--- src/hw/mul_pkg.sv ---
`default_nettype none

package mul_pkg;

    localparam int XLEN        = 64;
    localparam int PROD_W      = 128;
    localparam int PP_NUM      = 33;   // radix-4 rows over a 66-bit signed multiplier
    localparam int PP_W        = 130;
    localparam int TAG_W       = 4;
    localparam int FIFO_DEPTH  = 4;    // also the upstream credits after reset
    localparam int RES_CREDITS = 2;

    localparam int FIFO_AW    = $clog2(FIFO_DEPTH);
    localparam int ISSUE_CW   = $clog2(RES_CREDITS + 1);
    localparam int CSA_LEVELS = 8;     // 33 22 15 10 7 5 4 3 2

    typedef enum logic [1:0] {
        MUL_LO = 2'd0,
        MUL_HI = 2'd1,
        MUL_W  = 2'd2
    } mul_op_e;

    typedef struct packed {
        mul_op_e            op;
        logic               a_signed;
        logic               b_signed;
        logic [XLEN-1:0]    a;
        logic [XLEN-1:0]    b;
        logic [TAG_W-1:0]   tag;
    } mul_req_t;

    typedef struct packed {
        logic [XLEN-1:0]    data;
        logic [TAG_W-1:0]   tag;
    } mul_res_t;

    typedef logic [PP_NUM-1:0][PP_W-1:0] pp_array_t;

    // rows left after a given number of 3:2 levels
    function automatic int csa_rows(input int level);
        int n;
        n = PP_NUM;
        for (int l = 0; l < level; l++) begin
            n = 2 * (n / 3) + n % 3;
        end
        return n;
    endfunction

endpackage

`default_nettype wire

--- src/hw/result_fifo.sv ---
`timescale 1ns/1ps
`default_nettype none

module result_fifo
    import mul_pkg::*;
(
    input  logic     clk_i,
    input  logic     rst_n_i,
    input  logic     push_i,
    input  mul_res_t push_data_i,
    input  logic     pop_i,
    output mul_res_t head_o,
    output logic     not_empty_o
);

    mul_res_t           mem [FIFO_DEPTH];
    logic [FIFO_AW-1:0] wr_ptr;
    logic [FIFO_AW-1:0] rd_ptr;
    logic [FIFO_AW:0]   count;

    always_ff @(posedge clk_i or negedge rst_n_i) begin
        if (!rst_n_i) begin
            wr_ptr <= '0;
            rd_ptr <= '0;
            count  <= '0;
        end else begin
            if (push_i) wr_ptr <= wr_ptr + 1'b1;  // depth is a power of two
            if (pop_i)  rd_ptr <= rd_ptr + 1'b1;
            case ({push_i, pop_i})
                2'b10:   count <= count + 1'b1;
                2'b01:   count <= count - 1'b1;
                default: count <= count;
            endcase
        end
    end

    always_ff @(posedge clk_i) begin
        if (push_i) begin
            mem[wr_ptr] <= push_data_i;
        end
    end

    assign head_o      = mem[rd_ptr];
    assign not_empty_o = (count != '0);

endmodule

`default_nettype wire

--- config.mk ---
export PLATFORM = sky130hd
export DESIGN_NAME = result_fifo
export DESIGN_NICKNAME = d
export VERILOG_FILES = /design/src/hw/mul_pkg.sv /design/src/hw/result_fifo.sv
export SDC_FILE = /design/constraint.sdc
export NUM_CORES = 1
export LEC_CHECK = 0
export BUFFER_PORTS_ARGS = -buffer_cell sky130_fd_sc_hd__buf_2
export CELL_PAD_IN_SITES_DETAIL_PLACEMENT = 0
export CELL_PAD_IN_SITES_GLOBAL_PLACEMENT = 2
export CORE_UTILIZATION = 45
export CTS_CLUSTER_SIZE = 16
export DETAILED_ROUTE_END_ITERATION = 8
export PLACE_DENSITY_LB_ADDON = 0.2
export REMOVE_ABC_BUFFERS = 1
export SYNTH_ARGS = -nofsm -noshare
export SYNTH_HDL_FRONTEND = slang
export SYNTH_SLANG_ARGS = --single-unit
--- constraint.sdc ---
create_clock -name clk_i -period 3.2 [get_ports clk_i]
set_input_delay 0.16 -clock clk_i [delete_from_list [all_inputs] [get_ports clk_i]]
set_output_delay 0.16 -clock clk_i [all_outputs]
set_load 0.03 [all_outputs]
* Word level (Yosys, flattened, before mapping) *
Memory sizes are Yosys's and may differ from the RTL's.
Index checks and enable logic that the tools add are counted.

storage, ports and cells
  register bits = 7
  bits in writable memories = 272
  bits of input ports = 72
  output and inout port bits = 69
  word-level logic and storage cells = 15
  memories = 1

cells by class
  add/sub/neg operators = 4
  equality and inequality tests = 2
  mux-type cells = 3
  reduce and logical (&&, ||, !) cells = 2

memory list
  name  words  width  rd ports  clocked after memory_dff  wr ports  RTL line           text
  mem   4      68     1         0                         1         result_fifo.sv:16  mul_res_t mem [FIFO_DEPTH];

operators by type and width
  kind                                                 number
  one-hot mux 3 bit (2 select lines)                   1
  adder 2 x 1 -> 2 bit, second input constant          2
  adder 3 x 1 -> 3 bit, second input constant          1
  nonzero test 3 bit                                   1
  subtractor 3 x 1 -> 3 bit, second input constant     1
  equality test 2 x 1 -> 1 bit, second input constant  1
  equality test 2 bit, second input constant           1
  2-to-1 mux 1 bit                                     2
  nonzero test 2 bit                                   1

* Depth between registers and ports, before layout *
  depth in word-level cells = 2
  mapped depth = 7
  mapped depth without buffers = 7

* Least setup slack after synthesis *
Ideal clock, no wire load.

  path kind = register to register
  from = reg wr_ptr[0]
  to = mem mem[0][0] in the netlist's numbering (enable)
  setup time = 433 ps
  arrival = 2,216 ps
  required time = 2,767 ps
  path slack = 551 ps
  cell stages (with the launch flop) = 4
  path buffers = 0
  clock period less this slack = 2,649 ps
  cell sequence = dfrtp_1 > inv_1 > ha_1 > and2_1

RTL lines
  what                      RTL line           text
  start: declaration        result_fifo.sv:17  logic [FIFO_AW-1:0] wr_ptr;
  start signal: assignment  result_fifo.sv:27  if (push_i) wr_ptr <= wr_ptr + 1'b1;
  end: declaration          result_fifo.sv:16

No word-level cell before the write port.

==> impl_metrics.toml <==
[outcome]
status = "finished, final reports clean"

[sta]
worst_pin_slew_ns = 0.637
grt_setup_unrepaired = "false"
slew_headroom_pct = 57.6
finalCriticalPeriod_ns = 2.60
finalHoldViolCount = 0
fmax_mhz = 384
fin_setup_tns_ns = 0
setup_ws_ns = 0.597
setup_violations = 0
report.final.slew_viol_count = 0
hold_ws_ns = 0.385
clock-skew-final_ns = 0.0152
fin_crit_sh_pct = 81.3

[cts]
cts_tree = "built"
cts_hold_buf = 72
h-tree-depth = 1
path_clk_slew_ns = 0.06
cts_buffers = 27
insertion_delay_ns = 0.53
clock-sinks = 279
root_buffer = "clkbuf_16"
cts_buffer_depth = 3
postCtsSetupRepairBufs = 0
cts_resized = 0

[final_layout]
diodes = 0
area_growth_pct = 24.6
fillerInstances = 1668
layout_common_cells = "edfxtp_1, buf_2, dlygate4sd3_1, mux4_2, clkbuf_16"
final_layout_size_suffix_gt1_share_pct = 40.0
stdcell_area_um2 = 12800
layout_commonest_cell = "edfxtp_1"
fin_nets = 706

[floorplan]
die_w_um = 153
num_rows = 54
initial_utilization_pct = 46.5
io_pins = 141
die_area_um2 = 23500
dieHeight_um = 153
core_um2 = 22100

[pwr]
power.leakage_nw = 4.45
ir_drop_mv = 0.585
powerDensity_nw_per_um2 = 931

[yosys]
synth_area_leaders = "edfxtp_1, mux4_2, dfrtp_1, buf_12, ha_1"
synth.avg_cell_area_um2 = 26.3
ys_types = 18
synth_seq_cells = 279
yosysTopAreaCell = "edfxtp_1"
ys_seq_area_share_pct = 81.1
netlist_area_um2 = 10300
syn-instance-count = 391
post-synth-top-area-fraction_pct = 79.4
yosysWarnings = 0

[worst_setup_path]
critPathMaxFanout = 27
r2r_cells = 4
path_cells = "buf_12 -> mux4_2 -> buf_2"
cpLargestDelayFamily = "flip-flops"
max_stage_delay_ns = 0.80
cpMaxStageDelayCell = "dfrtp_4"
crit_cells = 3
criticalPathCategory = "reg2out"
critPathBufInv = 2
required_ns = 3.04
cp.arrival_ns = 2.44
end_kind = "output port"
cp-start-kind = "register"

[route]
drtAntennaViolNets = 0
drc = 0
routed_wl_um = 18900
vias = 4787
drt_iter0_markers = 208
post_drt_wl_per_cell_um = 20.3
drtPass1Iterations = 5
viasPerCell = 5.16

[placement]
place_congestion = 0.673
placed_cell_area_um2 = 11300
io_buffers = 140
dp_slack_ns = 1.08

[grt]
grt_antenna_before_repair = 1
grt_pass1_vias = 5293
grt_overflow = 0
grt_max_degree = 69
grt_pass1_wl_um = 29300
grtUsageTotal_pct = 16.5

[flow_run]
drv_cap = 0

[min_path]
worstHoldPathCells = 2
hold_path.class = "in2reg"
-- final timing paths --
kind | from | end | slack [ns]
max | rd_ptr[0]$_DFFE_PN0P_ | head_o[2] | 0.60
max reg2reg | wr_ptr[0]$_DFFE_PN0P_ | mem[0][15]$_DFFE_PP_ | 1.24
max in group asynchronous | rst_n_i | rd_ptr[0]$_DFFE_PN0P_ | 2.35
min in group asynchronous | rst_n_i | wr_ptr[0]$_DFFE_PN0P_ | 0.57
min | push_data_i[0] | mem[3][0]$_DFFE_PP_ | 0.38
min reg2reg | count[2]$_DFFE_PN0P_ | count[2]$_DFFE_PN0P_ | 0.47
-- registers in the layout, indices dropped and copies added, names as in the netlist --
signal,flops
mem,272
count,3
rd_ptr,2
wr_ptr,2
-- where the power goes --
group,leakage (nW),switching [W],total [W],internal (W)
Sequential,2.58,0.000350,0.00514,0.00479
Clock,0.386,0.00123,0.00285,0.00163
Combinational,1.49,0.00241,0.00395,0.00153
Total,4.45,0.00399,0.0119,0.00794
-- routing by layer --
| layer | part of all wire, % | routed length [um] | global-route usage (%) | vias to the layer above |
|---|---|---|---|---|
| li1 | - | - | - | 2146 |
| met1 | 43 | 8100 | 21.5 | 2463 |
| met2 | 49 | 9230 | 28.0 | 140 |
| met3 | 5.7 | 1080 | 3.83 | 36 |
| met4 | 2.3 | 432 | 4.57 | 2 |
| met5 | 0.069 | 13 | 0 | - |
-- logic make-up after synthesis --
kind of cell | share of synthesized area (%)
flip-flops | 81.1
buffers and inverters | 2.10
multiplexers | 15.0
adder cells (fa/ha/maj) | 0.803
AND/OR/NAND/NOR | 0.414
AO/OA/AOI/OAI | 0.0486
XOR/XNOR | 0.511
-- cell type report --
type	instances	area (um2)	share of cell area, %
flip-flops and latches	279	8350	65.2
clock buffers	43	766	5.98
clock inverters	6	26.3	0.205
well taps	280	350	2.73
multi-input cells	90	1730	13.5
inverters	6	22.5	0.176
repair buffers	224	1560	12.2
-- Yosys cell counts --
| master | count |
|---|---|
| edfxtp_1 | 272 |
| mux4_2 | 68 |
| buf_12 | 7 |
| buf_2 | 7 |
| dfrtp_1 | 7 |
| inv_1 | 6 |
| ha_1 | 5 |
| and2_1 | 4 |
| xor2_1 | 4 |
| nand2_1 | 2 |
| xnor2_1 | 2 |
| buf_4 | 1 |
| buf_6 | 1 |
| fa_1 | 1 |
| mux2i_1 | 1 |
| nor2_1 | 1 |
| o21ai_0 | 1 |
| or3_1 | 1 |
-- metrics by stage --
| stage | util (%) | cells | total power [W] |
|---|---|---|---|
| after CTS | 58.0 | 928 | 0.0121 |
| after global placement | 51.1 | 807 | 0.00913 |
| final | 58.0 | 928 | 0.0119 |
| after floorplan | - | 375 | 0.00797 |
| after global routing | 58.0 | 928 | 0.0125 |
| after detailed placement | 51.1 | 807 | 0.00920 |
-- worst reg2reg max path, cell delays in order, from the launching register on --
cell and delay (ns):
dfrtp_1 0.43, inv_1 0.10, ha_1 0.14, and2_4 0.55, buf_4 0.42
Note: power is estimated with default switching activity, not from simulation.
