`config.mk`:
```
export PLATFORM = sky130hd
export DESIGN_NAME = result_issue
export DESIGN_NICKNAME = d
export VERILOG_FILES = /design/src/hw/mul_pkg.sv /design/src/hw/result_issue.sv
export SDC_FILE = /design/constraint.sdc
export NUM_CORES = 1
export LEC_CHECK = 0
export BUFFER_PORTS_ARGS = -buffer_cell sky130_fd_sc_hd__buf_2
export CORE_AREA = 3 3 40 42
export CTS_CLUSTER_SIZE = 10
export DETAILED_ROUTE_END_ITERATION = 6
export DIE_AREA = 0 0 43 45
export GPL_ROUTABILITY_DRIVEN = 0
export PLACE_DENSITY_LB_ADDON = 0.08
export SYNTH_ARGS = -nofsm -noshare
export SYNTH_HDL_FRONTEND = slang
export SYNTH_SLANG_ARGS = --single-unit
```
`constraint.sdc`:
```
create_clock -name clk_i -period 1.8 [get_ports clk_i]
set_clock_uncertainty 0.1 [all_clocks]
set_input_delay 0.18 -clock clk_i [delete_from_list [all_inputs] [get_ports clk_i]]
set_output_delay 0.18 -clock clk_i [all_outputs]
set_load 0.05 [all_outputs]
```
`src/hw/mul_pkg.sv`:
```
`default_nettype none

package mul_pkg;

    localparam int XLEN        = 64;
    localparam int PROD_W      = 128;
    localparam int PP_NUM      = 33;   // radix-4 rows over a 66-bit signed multiplier
    localparam int PP_W        = 130;
    localparam int TAG_W       = 4;
    localparam int FIFO_DEPTH  = 4;    // also the upstream credits after reset
    localparam int RES_CREDITS = 2;

    localparam int FIFO_AW    = $clog2(FIFO_DEPTH);
    localparam int ISSUE_CW   = $clog2(RES_CREDITS + 1);
    localparam int CSA_LEVELS = 8;     // 33 22 15 10 7 5 4 3 2

    typedef enum logic [1:0] {
        MUL_LO = 2'd0,
        MUL_HI = 2'd1,
        MUL_W  = 2'd2
    } mul_op_e;

    typedef struct packed {
        mul_op_e            op;
        logic               a_signed;
        logic               b_signed;
        logic [XLEN-1:0]    a;
        logic [XLEN-1:0]    b;
        logic [TAG_W-1:0]   tag;
    } mul_req_t;

    typedef struct packed {
        logic [XLEN-1:0]    data;
        logic [TAG_W-1:0]   tag;
    } mul_res_t;

    typedef logic [PP_NUM-1:0][PP_W-1:0] pp_array_t;

    // rows left after a given number of 3:2 levels
    function automatic int csa_rows(input int level);
        int n;
        n = PP_NUM;
        for (int l = 0; l < level; l++) begin
            n = 2 * (n / 3) + n % 3;
        end
        return n;
    endfunction

endpackage

`default_nettype wire

```
`src/hw/result_issue.sv`:
```
`timescale 1ns/1ps
`default_nettype none

module result_issue
    import mul_pkg::*;
(
    input  logic clk_i,
    input  logic rst_n_i,
    input  logic not_empty_i,
    input  logic res_credit_i,
    output logic pop_o,
    output logic res_valid_o,
    output logic req_credit_o
);

    logic [ISSUE_CW-1:0] credits;  // toward the consumer
    logic                issue;

    assign issue = not_empty_i && (credits != '0);

    always_ff @(posedge clk_i or negedge rst_n_i) begin
        if (!rst_n_i) begin
            credits     <= ISSUE_CW'(RES_CREDITS);
            res_valid_o <= 1'b0;
        end else begin
            case ({issue, res_credit_i})
                2'b10:   credits <= credits - 1'b1;
                2'b01:   credits <= credits + 1'b1;
                default: credits <= credits;  // none, or spend and refill together
            endcase
            res_valid_o <= issue;
        end
    end

    assign pop_o        = issue;
    assign req_credit_o = res_valid_o;  // a queue entry frees up with each issue

endmodule

`default_nettype wire

```
Yosys cells after proc, flatten, opt, wreduce, memory -nomap -nowiden:

Cells that the tools add are included.

* add/subtract/negate cells: 2
* multipliers: 0
* divide/modulo/power cells: 0
* order comparisons: 0
* equal/unequal tests: 2
* shift-type cells: 0
* multiplexer cells: 1
* bitwise operators: 0
* reduce and logical (&&, ||, !) cells: 3

Operator list (count)
* one-hot mux 2 bit (2 select lines): 1
* nonzero test 2 bit: 2
* adder 2 x 1 -> 2 bit (second input constant): 1
* equality test 2 x 1 -> 1 bit (second input constant): 1
* equality test 2 bit (second input constant): 1
* subtractor 2 x 1 -> 2 bit (second input constant): 1
* logical AND 1 bit: 1

* bits in registers: 3
* latch bits: 0
* bits in writable memories: 0
* memory bits (read-only): 0
* memories kept: 0

Depth between registers and ports, before layout:

* depth in word-level cells: 4
* mapped depth: 5

Least setup slack after synthesis:

Ideal clock, no wire load.

* path kind: reg-to-reg
* start point: reg credits[1]
* end point: reg credits[1]
* library setup time: 75 ps
* arrival: 1175 ps
* data required time: 1625 ps
* setup slack: 451 ps
* stages on the path, launching flop included: 6
* clock period less this slack: 1349 ps
* path through: dfstp_2 -> o21ai_0 -> ha_1 -> xor2_1 -> nor2_1 -> xor2_1

* cells in the longest elaborated chain, start to end: 4
* elaborated cells on any way between the ends: 8

Ends and longest elaborated chain
* start, declared: RTL line result_issue.sv:16 `logic [ISSUE_CW-1:0] credits;`
* start signal, assigned: RTL line result_issue.sv:23 `credits <= ISSUE_CW'(RES_CREDITS);`
* start signal, assigned: RTL line result_issue.sv:27 `2'b10: credits <= credits - 1'b1;`
* start signal, assigned: RTL line result_issue.sv:28 `2'b01: credits <= credits + 1'b1;`
* nonzero test 2 bit: RTL line result_issue.sv:19 `assign issue = not_empty_i && (credits != '0);`
* logical AND 1 bit: RTL line result_issue.sv:19
* equality test 2 x 1 -> 1 bit or equality test 2 bit (tied branches): RTL line result_issue.sv:26 `case ({issue, res_credit_i})`
* one-hot mux 2 bit (2 select lines) or nonzero test 2 bit (tied branches)

Parallel ways exist; a longest one is shown, timed or not.
A chain may end at the register's enable or synchronous reset.

Worst setup path after layout:

* start point: reg credits[1]
* end point: out pop_o

* cells in the longest elaborated chain, start to end: 2

Ends and longest elaborated chain
* nonzero test 2 bit: RTL line result_issue.sv:19
* logical AND 1 bit: RTL line result_issue.sv:19
* end, declared: RTL line result_issue.sv:11 `output logic pop_o,`

Every way passes these cells.

==> impl_metrics.py <==
metrics = {
    "run_status": {
        "status": "finished, final reports clean",
    },
    "power_and_ir_drop": {
        "powerDensity_mw_per_mm2": 1954,
        "p_leak_nw": 0.1075,
        "peakVddDrop_uv": 336.9,
        "p_total_mw": 0.4155,
    },
    "setup_path": {
        "cp-end-kind": "output port",
        "crit_slowest_cell": "dfstp_2",
        "rr_startpoint": "credits[0]",
        "crit_fanout": 2,
        "critPathArrivalTime_ps": 1210,
        "rrSetupSlack_ps": 360,
        "critPathLaunch": "credits[1]",
        "crit_chain": "o21ai_0 > inv_1 > buf_2",
        "setup.worst_path.start_class": "flip-flop",
        "critPathKind": "reg2out",
        "slowest_delay_ps": 530,
        "crit_required_ps": 1520,
        "r2r-end": "credits[1]",
        "crit_family": "flip-flops",
        "reg2reg_depth": 4,
        "crit_buf_inv": 2,
    },
    "yosys": {
        "netlist_instances": 11,
        "synth_area_leaders": "dfrtp_1, dfstp_2, xor2_1",
        "syn_area_um2": 135.1,
        "ys_types": 9,
        "synth_warnings": 0,
        "ys_seq_area_share_pct": 56.48,
        "postSynthAreaPerCell_um2": 12.28,
        "yosys.area.top_type_share_pct": 37.04,
        "synth_nets": 16,
        "yosys.area.top_type": "dfrtp_1",
        "synth_seq_cells": 3,
    },
    "sta": {
        "maxSlewHeadroom_pct": 82.87,
        "fin_crit_ps": 1490,
        "fin_crit_sh_pct": 82.76,
        "drv_slew": 0,
        "rsz0062_at_grt": "false",
        "finalWorstSetupSlack_ps": 310.3,
        "report.final.setup_viol": 0,
        "tightest_slew_ps": 254.2,
        "finalHoldViolations": 0,
        "finalSetupTns_ps": 0,
        "whs_ps": 147.4,
        "clock.fmax_ghz": 0.6713,
    },
    "finish": {
        "final_cells": 36,
        "antennaDiodeCount": 0,
        "mostFrequentLayoutCell": "buf_2",
        "fin_util_pct": 16.55,
        "mostFrequentLayoutCells": "buf_2, clkbuf_4, xor2_1, dfrtp_1",
        "finish.instance_area_um2": 212.7,
        "nets": 27,
        "final_layout_size_suffix_gt1_share_pct": 47.62,
        "syn_to_final_growth_pct": 57.41,
    },
    "drt": {
        "wl_um": 278,
        "ant_nets": 0,
        "drc": 0,
        "wl_per_cell_um": 7.722,
        "vias": 113,
        "viasPerCell": 3.139,
        "drtPass1Iterations": 1,
        "drt_iter0_drc": 0,
    },
    "place": {
        "dp_hpwl_um": 229.1,
        "placed_cells": 31,
        "post-place-ws_ps": 350.7,
        "port_buffers": 6,
        "place_area_um2": 176.4,
    },
    "die": {
        "dieArea_mm2": 0.001935,
        "die_h_um": 45,
        "io_pins": 7,
        "start_util_pct": 10.52,
        "rows": 13,
        "fp.dieW_um": 43,
        "core-area_mm2": 0.001285,
    },
    "global_route": {
        "gr-total-overflow": 0,
        "antenna_found_initial": 0,
        "grt_pass1_wl_um": 496,
        "grt_start_max_net_pins": 4,
        "grtUsageTotal_pct": 4.746,
        "grt_pass1_vias": 119,
    },
    "run": {
        "cap_violations": 0,
    },
    "clock_tree": {
        "cts-root-buf": "clkbuf_4",
        "clockBufferDepth": 2,
        "h-tree-depth": 1,
        "clkSlewWorstSetupHoldPaths_ps": 40,
        "cts_tree": "yes",
        "cts_made_buffers": 3,
        "clkLatencyLatePin_ps": 230,
        "cts_sinks": 3,
    },
    "worst_hold_path": {
        "hold_path_depth": 3,
        "hp-class": "in2reg",
        "min_from": "not_empty_i",
        "hold_end": "req_credit_o",
    },
}
## power by group
group	switching (mW)	leakage [nW]	internal (mW)
registers	0.0228	0.0345	0.109
logic	0.114	0.0580	0.0541
clock network	0.0329	0.0150	0.0829
total	0.170	0.107	0.246
## cell families after synthesis
logic type	after synthesis	synth area share (%)
AO/OA/AOI/OAI	1	3.700
XOR/XNOR	3	19.45
adder cells (fa/ha/maj)	1	9.258
buffers and inverters	2	8.333
flip-flops	3	56.49
AND/OR/NAND/NOR	1	2.775
## worst max-delay path by stage
| stage | depth (start not counted) | slack, ps | endpoint |
|---|---|---|---|
| after floorplan | 5 | 450 | credits[1] |
| after global placement | 4 | 310 | credits[1] |
| after detailed placement | 4 | 350 | credits[1] |
| after CTS | 3 | 280 | pop_o |
| after global routing | 3 | 230 | pop_o |
| final | 3 | 310 | pop_o |
## timing repair
item / CTS / global route
hold buffers: 1 / 0
hold endpoints to repair: 3 / 0
setup buffers: 0 / 0
resized for setup: 0 / 0
## worst reg2reg max path: cells and delay by family, from the launching register on
kind / cells / cell delay [ps]
flops: 1 / 400
simple gates: 1 / 130
fa+ha+maj: 1 / 310
xor+xnor: 1 / 160
compound gates: 1 / 260
## state kept, by name (all words and copies together) (netlist names)
register,flops
req_credit_o,1
credits,2
## per-layer routing
metal | track usage, % | share of wire (%)
met5 | 0 | 0
met3 | 3.187 | 13
met4 | 12.65 | 13
met1 | 3.133 | 35
met2 | 4.491 | 38
## synthesized netlist by cell type
master   instances
buf_4            1
dfrtp_1          2
dfstp_2          1
ha_1             1
inv_1            1
nor2_1           1
o21ai_0          1
xnor2_1          1
xor2_1           2
## cell type report
class                   instances  area (um^2)
clock buffers                   4        26.28
well taps                      15        18.77
repair buffers                  7        40.04
inverters                       1        3.754
fillers                       154         1072
multi-input cells               6        47.55
flip-flops and latches          3        76.32
Power figures use the tool's default switching activity.
